--- config.mk ---
export PLATFORM = sky130hd
export DESIGN_NAME = emem_responder
export DESIGN_NICKNAME = d
export VERILOG_FILES = /design/src/hdl/emesh_pkg.sv /design/src/hdl/emem_responder.sv
export VERILOG_INCLUDE_DIRS = /design/src /design/src/hdl
export SDC_FILE = /design/constraint.sdc
export NUM_CORES = 2
export LEC_CHECK = 0
export BUFFER_PORTS_ARGS = -buffer_cell sky130_fd_sc_hd__buf_4
export CAP_MARGIN = 5
export CORE_MARGIN = 2
export CORE_UTILIZATION = 35
export CTS_CLUSTER_SIZE = 25
export DETAILED_ROUTE_END_ITERATION = 10
export PLACE_DENSITY = 0.55
export SLEW_MARGIN = 25
export SYNTH_ARGS = -nofsm -noshare
export SYNTH_HDL_FRONTEND = slang
export SYNTH_SLANG_ARGS = --single-unit
export TNS_END_PERCENT = 100
--- constraint.sdc ---
create_clock -name clk1 -period 5.75 [get_ports clk1]
set_input_delay 1.15 -clock clk1 [delete_from_list [all_inputs] [get_ports clk1]]
set_output_delay 1.15 -clock clk1 [all_outputs]
set_load 0.05 [all_outputs]
--- src/hdl/mesh_defines.svh ---
`ifndef MESH_DEFINES_SVH
`define MESH_DEFINES_SVH

//##############################
// MESH SIZING
//##############################

`define MESH_LANES      2        // Link lanes in the mesh
`define MESH_LANE_BIT   12       // Lowest dstaddr bit of the lane select
`define MESH_MEM_WORDS  64       // Responder depth in 32-bit words
`define MESH_PKT_BYTES  13       // Bytes per serialized packet

`endif

--- src/hdl/emesh_pkg.sv ---
`include "mesh_defines.svh"

package emesh_pkg;

   //##############################
   // PACKET FORMAT
   //##############################

   // Field order matches the 104-bit emesh layout, write on top
   typedef struct packed {
      logic        write;      // 1 for write, 0 for read
      logic [1:0]  datamode;   // Access size
      logic [4:0]  ctrlmode;   // Side-band control
      logic [31:0] dstaddr;    // Target address
      logic [31:0] data;       // Write data or read result
      logic [31:0] srcaddr;    // Return address for reads
   } emesh_packet_t;

   //##############################
   // LANE AND LINK TYPES
   //##############################

   typedef logic [$clog2(`MESH_LANES)-1:0] lane_idx_t;   // Lane number

   // One beat on the internal byte link
   typedef struct packed {
      logic       frame;       // High while a packet is on the wire
      logic [7:0] data;        // Packet byte, MSB first
   } link_beat_t;

endpackage

--- src/hdl/emem_responder.sv ---
`timescale 1ns/1ps
`include "mesh_defines.svh"

module emem_responder (
   input  logic                     clk1,         // Mesh clock
   input  logic                     rst_n,        // Sync reset
   input  logic                     access_in,    // From merge
   input  emesh_pkg::emesh_packet_t packet_in,    // From merge
   output logic                     wait_out,     // Stall to merge
   output logic                     access_out,   // Read response valid
   output emesh_pkg::emesh_packet_t packet_out,   // Read response
   input  logic                     wait_in       // Response pushback
);

   import emesh_pkg::*;

   localparam int AW = $clog2(`MESH_MEM_WORDS);   // Word address width

   logic [31:0]   mem [`MESH_MEM_WORDS];   // Word storage
   logic [AW-1:0] word_addr;               // Word index
   logic          accept;                  // Request taken
   logic          rd_accept;               // Read request taken
   logic          resp_valid;              // Response pending
   emesh_packet_t resp_q;                  // Response payload

   //##############################
   // REQUEST SIDE
   //##############################

   assign word_addr = packet_in.dstaddr[2 +: AW];      // Byte address to word
   assign wait_out  = resp_valid & wait_in;            // Held response blocks
   assign accept    = access_in & ~wait_out;
   assign rd_accept = accept & ~packet_in.write;

   // Writes land in the accept cycle, no response
   always_ff @(posedge clk1) begin
      if (accept && packet_in.write)
         mem[word_addr] <= packet_in.data;
   end

   //##############################
   // RESPONSE SIDE
   //##############################

   // Read response turns the addresses around
   always_ff @(posedge clk1) begin
      if (rd_accept) begin
         resp_q.write    <= 1'b0;                  // Responses are reads
         resp_q.datamode <= packet_in.datamode;
         resp_q.ctrlmode <= packet_in.ctrlmode;
         resp_q.dstaddr  <= packet_in.srcaddr;     // Back to the requester
         resp_q.data     <= mem[word_addr];        // Stored word
         resp_q.srcaddr  <= packet_in.dstaddr;     // Where it came from
      end
   end

   always_ff @(posedge clk1) begin
      if (!rst_n)
         resp_valid <= 1'b0;
      else if (rd_accept)
         resp_valid <= 1'b1;                       // New response
      else if (!wait_in)
         resp_valid <= 1'b0;                       // Taken downstream
   end

   assign access_out = resp_valid;
   assign packet_out = resp_q;                     // Stable while held

endmodule

==> results.sh <==
export IMPL_status="finished, final reports clean"
export IMPL_final_area_um2=94120
export IMPL_synthTopCellsByArea="edfxtp_1 80%, a221oi_1 4.1%, a22oi_1 3.0%"
export IMPL_end_kind="flop"
export IMPL_clk_pin_slew_ns=0.06
export IMPL_grtUsageTotal_pct=21.12
export IMPL_cts_hold_buf=0
export IMPL_synth_nets=4550
export IMPL_hp_class="in2reg"
export IMPL_die_w_um=485.1
export IMPL_hold_ws_ns=0.4459
export IMPL_drc=0
export IMPL_overflow=0
export IMPL_synth_edf_count=2151
export IMPL_wirelength_mm=253.9
export IMPL_yosysSeqAreaShare_pct=79.76
export IMPL_mostFrequentLayoutCells="2151 x edfxtp_1, 379 x a221oi_1, 365 x buf_4, 323 x a22oi_1, 213 x clkbuf_16"
export IMPL_required_ns=6.36
export IMPL_gp_congestion=0.8504
export IMPL_vias=46640
export IMPL_place_area_um2=87500
export IMPL_core_um2=230100
export IMPL_synthCells=4442
export IMPL_initial_core_util_pct=35.20
export IMPL_rsz0062_at_grt="no"
export IMPL_setup_ws_ns=2.191
export IMPL_fmax_mhz=281.0
export IMPL_slowest_stage="nand3_4"
export IMPL_post_cts_resized=0
export IMPL_fin_crit_sh_pct=61.89
export IMPL_ys_ff_latch=2152
export IMPL_wl_per_cell_um=32.03
export IMPL_cts_path_max_buffers=3
export IMPL_period_minus_slack_ns=3.559
export IMPL_die_area_um2=235300
export IMPL_clkLatencyLatePin_ns=0.87
export IMPL_area_growth_pct=16.18
export IMPL_setup_viol=0
export IMPL_die_y_um=485.1
export IMPL_leakage_uw=0.02938
export IMPL_drive_gt1_share_pct=19.36
export IMPL_dp_slack_ns=1.394
export IMPL_max_stage_delay_ns=0.75
export IMPL_path_buf_inv=2
export IMPL_async_flop_share_pct=0
export IMPL_firstDrtPassIters=6
export IMPL_vias_per_cell=5.884
export IMPL_ys_warn_count=0
export IMPL_post_cts_setup_buffers=0
export IMPL_yosys_cell_types_count=58
export IMPL_yosysTopAreaCellShare_pct=79.73
export IMPL_worst_ep_arrival_time_ns=4.16
export IMPL_fin_tns_setup_ns=0
export IMPL_nets=4835
export IMPL_cts_buffers=211
export IMPL_ant_nets=0
export IMPL_cap_violations=0
export IMPL_cp_max_fo=38
export IMPL_h_tree_depth=4
export IMPL_fin_skew_ns=0.05923
export IMPL_grt_pass1_wl_mm=355.3
export IMPL_critPathKind="in2reg"
export IMPL_antenna_found_initial=15
export IMPL_ir_drop_mv=0.3001
export IMPL_cts_root_buf="clkbuf_16"
export IMPL_cts_tree="done"
export IMPL_grt_pass1_vias=45440
export IMPL_crit_family="compound AO/OA/AOI/OAI gates"
export IMPL_ys_flop_type="edfxtp_1"
export IMPL_synth_area_per_cell_um2=18.24
export IMPL_rows=176
export IMPL_crit_chain="buf_4 > inv_1 > nand3_4 > o22ai_1 > o21ai_0 > nand4_1 > a211o_1"
export IMPL_ios=214
export IMPL_fin_total_pwr_uw=32630
export IMPL_drv_slew=0
export IMPL_drt_initial_drc_count=5917
export IMPL_grt_max_degree=114
export IMPL_dp_hpwl_mm=146.8
export IMPL_port_buffers=212
export IMPL_worst_pin_slew_ns=1.066
export IMPL_yosys_area_top_type="edfxtp_1"
export IMPL_final_common_cell="edfxtp_1"
export IMPL_relSlewSlack_pct=28.75
export IMPL_cp_start_kind="input port"
export IMPL_power_density_nw_per_um2=346.7
export IMPL_timing_hold_violations_final=0
export IMPL_cts_sinks=2152
export IMPL_netlist_area_um2=81010
## path summary, 6_finish.rpt
check	startpoint	to	slack [ns]	depth (start not counted)
hold reg to reg	access_out	access_out	0.63	3
hold / removal	packet_in[83]	packet_out[19]	0.45	1
setup / recovery	packet_in[71]	packet_out[44]	2.19	7
setup reg to reg	access_out	mem[60][5]	2.50	6
## through the flow
stage               std cells  util [%]
global route             7924     40.90
finish                   7927     40.90
detailed placement       7540     38.02
global placement         7540     38.02
CTS                      7923     40.89
floorplan                4442         -
## Yosys cell counts, types with 7 or more instances
cell type,number
a21oi_1,43
o22ai_1,152
a221oi_1,379
mux2_2,102
a22oi_1,323
o21ai_0,153
o221ai_1,43
a22o_1,20
nor2b_1,7
or3_1,9
o211ai_1,16
buf_6,9
mux4_2,55
a211oi_1,14
o21ai_1,8
clkbuf_1,138
mux2i_1,140
nor3_1,20
nand3_1,24
nand2_1,70
nand4_1,16
buf_4,25
o2bb2ai_1,11
a211o_1,13
buf_2,112
mux2_1,17
buf_1,55
or4_1,13
edfxtp_1,2151
nor2_1,249
o22a_1,7
## worst register-to-register path: stages (launching register included)
cell and delay [ns]:
dfxtp_1 0.31, nand2_1 0.09, nand3_1 0.39, nor2_1 0.35
nand2_1 0.59, nor2_4 0.73, buf_4 0.42
## per-layer routing
layer / global-route usage, % / vias up / wire length (um)
met3: 4.241 / 409 / 22300
met5: 0 / - / 59
li1: - / 19206 / -
met1: 28.49 / 24549 / 102000
met4: 7.296 / 10 / 8827
met2: 34.03 / 2466 / 120700
## layout make-up
class                           instances  area [um2]
Timing Repair Buffer                  411        3646
Antenna cell                            4       10.01
Clock buffer                          256        5492
Multi-Input combinational cell       1945       15420
Sequential cell                      2152       64610
Clock inverter                        127        1119
Tap cell                             3026        3786
Inverter                                6       27.53
Fill cell                           20433      136000
## state kept, by name, indices dropped and copies added (netlist names)
name	cells
packet_out	103
access_out	1
mem	2048
## report_power, final
group	internal (uW)	switching [uW]
combinational	509	1350
clock	7460	5930
sequential	17300	35.8
## kinds of logic after synthesis
kind of cell	synth area share, %
buf+inv	1.971
compound gates	11.10
other cells	0.004629
mux	4.913
simple gates	2.258
flops	79.76
(Power assumes the default switching activity.)
