### src/hdl/mesh_defines.svh
`ifndef MESH_DEFINES_SVH
`define MESH_DEFINES_SVH

//##############################
// MESH SIZING
//##############################

`define MESH_LANES      2        // Link lanes in the mesh
`define MESH_LANE_BIT   12       // Lowest dstaddr bit of the lane select
`define MESH_MEM_WORDS  64       // Responder depth in 32-bit words
`define MESH_PKT_BYTES  13       // Bytes per serialized packet

`endif

### src/hdl/emesh_pkg.sv
`include "mesh_defines.svh"

package emesh_pkg;

   //##############################
   // PACKET FORMAT
   //##############################

   // Field order matches the 104-bit emesh layout, write on top
   typedef struct packed {
      logic        write;      // 1 for write, 0 for read
      logic [1:0]  datamode;   // Access size
      logic [4:0]  ctrlmode;   // Side-band control
      logic [31:0] dstaddr;    // Target address
      logic [31:0] data;       // Write data or read result
      logic [31:0] srcaddr;    // Return address for reads
   } emesh_packet_t;

   //##############################
   // LANE AND LINK TYPES
   //##############################

   typedef logic [$clog2(`MESH_LANES)-1:0] lane_idx_t;   // Lane number

   // One beat on the internal byte link
   typedef struct packed {
      logic       frame;       // High while a packet is on the wire
      logic [7:0] data;        // Packet byte, MSB first
   } link_beat_t;

endpackage

### src/hdl/link_lane.sv
`timescale 1ns/1ps
`include "mesh_defines.svh"

module link_lane (
   input  logic                     clk1,        // Mesh clock
   input  logic                     rst_n,       // Sync reset
   input  logic                     access_in,   // From dispatch
   input  emesh_pkg::emesh_packet_t packet_in,   // From dispatch
   output logic                     wait_out,    // Lane busy
   output logic                     rx_access,   // Rebuilt packet ready
   output emesh_pkg::emesh_packet_t rx_packet,   // Rebuilt packet
   input  logic                     rx_wait      // Stall from merge
);

   import emesh_pkg::*;

   localparam int CNT_W = $clog2(`MESH_PKT_BYTES);   // Byte counter width
   localparam int PKT_W = `MESH_PKT_BYTES * 8;       // Serialized bits

   logic             tx_active;   // Bytes left to send
   logic [CNT_W-1:0] tx_cnt;      // Byte being sent
   logic [PKT_W-1:0] tx_shift;    // Outgoing shift register
   logic             tx_load;     // Packet accepted
   logic             tx_last;     // Final byte this cycle
   link_beat_t       link_q;      // The internal link wire
   logic             rx_valid;    // Packet rebuilt and held
   logic [CNT_W-1:0] rx_cnt;      // Bytes received so far
   logic [PKT_W-1:0] rx_shift;    // Incoming shift register
   logic             rx_take;     // Merge took the packet

   assign tx_load = access_in & ~wait_out;                       // Handshake
   assign tx_last = tx_active & (tx_cnt == CNT_W'(`MESH_PKT_BYTES - 1));
   assign rx_take = rx_valid & ~rx_wait;                         // Handshake

   //##############################
   // TRANSMITTER
   //##############################

   always_ff @(posedge clk1) begin
      if (!rst_n) begin
         tx_active <= 1'b0;
         tx_cnt    <= '0;
         link_q    <= '0;                      // Frame low out of reset
      end else begin
         if (tx_load) begin
            tx_active <= 1'b1;                 // Start on next edge
            tx_cnt    <= '0;
         end else if (tx_active) begin
            tx_cnt <= tx_cnt + 1'b1;
            if (tx_last)
               tx_active <= 1'b0;              // Last byte goes out now
         end
         link_q.frame <= tx_active;            // Framed while sending
         link_q.data  <= tx_shift[PKT_W-1 -: 8];   // MSB byte first
      end
   end

   // Payload shifter
   always_ff @(posedge clk1) begin
      if (tx_load)
         tx_shift <= packet_in;                // Capture whole packet
      else if (tx_active)
         tx_shift <= tx_shift << 8;            // Next byte to the top
   end

   //##############################
   // RECEIVER
   //##############################

   always_ff @(posedge clk1) begin
      if (!rst_n) begin
         rx_valid <= 1'b0;
         rx_cnt   <= '0;
      end else begin
         if (link_q.frame) begin
            if (rx_cnt == CNT_W'(`MESH_PKT_BYTES - 1)) begin
               rx_cnt   <= '0;                 // Packet complete
               rx_valid <= 1'b1;
            end else begin
               rx_cnt <= rx_cnt + 1'b1;
            end
         end else if (rx_take) begin
            rx_valid <= 1'b0;                  // Handed to merge
         end
      end
   end

   // Byte assembly, first byte ends up on top
   always_ff @(posedge clk1) begin
      if (link_q.frame)
         rx_shift <= {rx_shift[PKT_W-9:0], link_q.data};
   end

   assign rx_access = rx_valid;
   assign rx_packet = emesh_packet_t'(rx_shift);

   //##############################
   // LANE WAIT
   //##############################

   // Transit, trailing frame and the hold under rx_wait all keep
   // the lane closed, one packet in flight at a time
   assign wait_out = tx_active | link_q.frame | rx_valid;

endmodule

### config.mk
export PLATFORM = sky130hd
export DESIGN_NAME = link_lane
export DESIGN_NICKNAME = d
export VERILOG_FILES = /design/src/hdl/emesh_pkg.sv /design/src/hdl/link_lane.sv
export VERILOG_INCLUDE_DIRS = /design/src /design/src/hdl
export SDC_FILE = /design/constraint.sdc
export NUM_CORES = 1
export LEC_CHECK = 0
export ABC_AREA = 1
export BUFFER_PORTS_ARGS = -buffer_cell sky130_fd_sc_hd__buf_2
export CAP_MARGIN = 20
export CORE_MARGIN = 4
export CORE_UTILIZATION = 53
export DETAILED_ROUTE_END_ITERATION = 16
export PLACE_DENSITY = 0.9
export SYNTH_ARGS = -nofsm -noshare
export SYNTH_HDL_FRONTEND = slang
export SYNTH_SLANG_ARGS = --single-unit
### constraint.sdc
create_clock -name clk1 -period 6.5 [get_ports clk1]
set_clock_uncertainty 0.1 [all_clocks]
set_input_delay 0.325 -clock clk1 [delete_from_list [all_inputs] [get_ports clk1]]
set_output_delay 0.325 -clock clk1 [all_outputs]
set_load 0.03 [all_outputs]
==> results.md <==
* Status: completed
* Multi-input gate area at 1440 um^2
* Max stage delay on crit path at 790 ps
* Min Tclk post-route at 2960 ps
* Die X at 136 um
* Critical Path RT at 6620 ps
* Synth top area cells: edfxtp_1, o21ai_2, nand2_1
* Final Hold Viols at 0
* Layout cells sized above 1 at 0.374
* Top cell type's share of synthesized area at 0.715
* Site Rows at 46
* Internal at 2.78 mW
* CP max stage cell: buf_4
* CTS clk-pin slew, worst paths at 60 ps
* Register area at 6630 um^2
* Clk buf depth at 3
* Top Ports at 214
* Cell accounting for the most synthesized area: edfxtp_1
* Post-place instance area at 9890 um^2
* GR Util All Layers at 0.176
* Synthesis-to-finish area growth at 22.2%
* Post-Syn Area at 8740 um^2
* Worst hold stages at 3
* Max frequency at 338 MHz
* Synth Instances at 630
* Largest net degree at the start of global routing at 108
* Critical path arrival at 3080 ps
* Net Sw Frac at 0.238
* Core area at 16000 um^2
* Clock tree from TritonCTS: done
* Hold Path Class: in2reg
* Synth unique cells at 21
* Clock latency on the worst-skew pair at 490 ps
* Drt drc at 0
* Max_cap viols at 0
* Clock sink total at 227
* Number of I/O port buffers at 213
* Hold_buf cts at 0
* Initial DRC Count at 276
* Setup TNS at 0 ps
* Pwr dens at 341 nW/um^2
* Max rail drop VDD at 0.208 mV
* Initial antenna violation count at 1
* Sequential share of power at 0.522
* Die ar. at 18600 um^2
* Critical path class: reg2reg
* Combinational power share at 0.116
* CTS buffer count at 23
* Gates resized, CTS repair at 0
* Layout fillers at 1155
* Crit-path cells: nor2_4 > nand3_4 > buf_4 > buf_4 > buf_16 > o21ai_0
* Flops & latches, synth at 227
* Leakage at 4.65 nW
* Final slew viol count at 0
* DR vias/cell at 4.74
* Post-CTS Setup Bufs at 0
* Final setup viols at 0
* Final instance area at 10700 um^2
* Layout Nets at 962
* Unrepaired setup endpoints after global routing: no
* Worst hold-check slack at 26.4 ps
* Die Height at 136 um
* Routed WL at 16400 um
* H-Tree Depth at 1
* Vias in the first global route at 5147
* Syn Nets at 742
* DR vias at 5134
* Drt pass-1 iters at 4
* Syn Area/Cell at 13.9 um^2
* CTS root buf: clkbuf_16
* Antenna cells at 0
* Sequential area share after synthesis at 0.758
* Synth Warn # at 0
* Global-route wire length before repair at 25400 um
* Least-Margin Pin Slew at 1010 ps
* Clock Power Share at 0.362
* Crit end category: flop
* Initial core utilization at 0.546
* DRT antenna net count at 0
* Fin crit share at 0.455
* Highest net fanout along the worst path at 107
* Most frequent cells in the layout: buf_2, edfxtp_1, nand2_1
* RePlAce Congestion at 0.759
* CP Launch Type: flop
* Dpl hpwl at 11400 um
* Switching power at 0.868 mW
* Worst R2R Path Depth at 6
* Total gr overflow at 0
* Most common cell after layout, fill and taps aside: buf_2
* Top cell by count, worst path: buf_4
* Relative slew slack at 0.329
* Routed wire per std cell at 15.2 um
[routing by layer]
metal / vias up / wire (um) / global-route usage
li1: 2535 / - / -
met1: 2382 / 6460 / 0.220
met2: 178 / 8260 / 0.304
met3: 37 / 1240 / 0.0422
met4: 2 / 438 / 0.0554
met5: - / 15 / 0
[per-stage QoR]
step	instances	worst slack, ps	util	power [mW]
floorplan	630	533	-	2.25
detailed placement	1040	3200	0.618	2.36
CTS	1081	3190	0.666	3.68
finish	1082	3540	0.667	3.64
global placement	1040	3300	0.618	2.33
global route	1082	3310	0.667	3.81
[flip-flops by register name (all words and copies together), names as in the netlist]
signal     flops
rx_packet    104
tx_shift     104
link_q         9
rx_cnt         4
tx_cnt         4
rx_access      1
tx_active      1
[cell usage after synthesis]
library cell,n
nor2_4,1
o21ai_0,33
a21oi_1,4
o21bai_1,1
or2_2,1
dfxtp_1,19
inv_2,1
nand3_1,1
clkbuf_1,3
nor3_1,1
edfxtp_1,208
ha_1,4
buf_6,19
nor2_1,19
inv_1,120
buf_2,1
o21ai_2,67
nand2_1,124
xor2_1,1
nand3_4,1
o21a_1,1
[area by class of cell]
cell class                 instances  share of cell area
sequential                       227               0.621
multi-input combinational        259               0.134
timing repair buffer             218               0.105
clock buffer                      26              0.0550
inverter                         121              0.0425
tap                              216              0.0253
clock inverter                    15              0.0165
[power by group through the flow]
stage	Clock, mW	Combinational, mW	Sequential [mW]
final	1.32	0.423	1.90
after global placement	0	0.408	1.93
after floorplan	0	0.252	2.00
after global routing	1.42	0.473	1.92
after CTS	1.35	0.426	1.90
after detailed placement	0	0.424	1.93
[critical path: cells and delay by family (launching register included)]
kind                   cells  cell delay (ps)
buffers and inverters      3             1570
AND/OR/NAND/NOR            2              180
flip-flops                 1              670
AO/OA/AOI/OAI              1              120
[cell families after synthesis]
logic type	synth area share
fa+ha+maj	0.00573
simple gates	0.0666
xor+xnor	0.00100
buf+inv	0.0783
compound gates	0.0901
flops	0.758
[final timing paths]
| path | from | to | slack, ps |
|---|---|---|---|
| setup / recovery | link_q[8]$_SDFF_PN0_ | tx_shift[91]$_DFFE_PP_ | 3540 |
| hold reg to reg | link_q[4]$_SDFF_PN0_ | rx_packet[4]$_DFFE_PP_ | 300 |
| hold / removal | packet_in[3] | tx_shift[3]$_SDFFCE_PN0P_ | 30 |
| setup reg to reg | link_q[8]$_SDFF_PN0_ | tx_shift[91]$_DFFE_PP_ | 3540 |
Power figures use the tool's default switching activity.
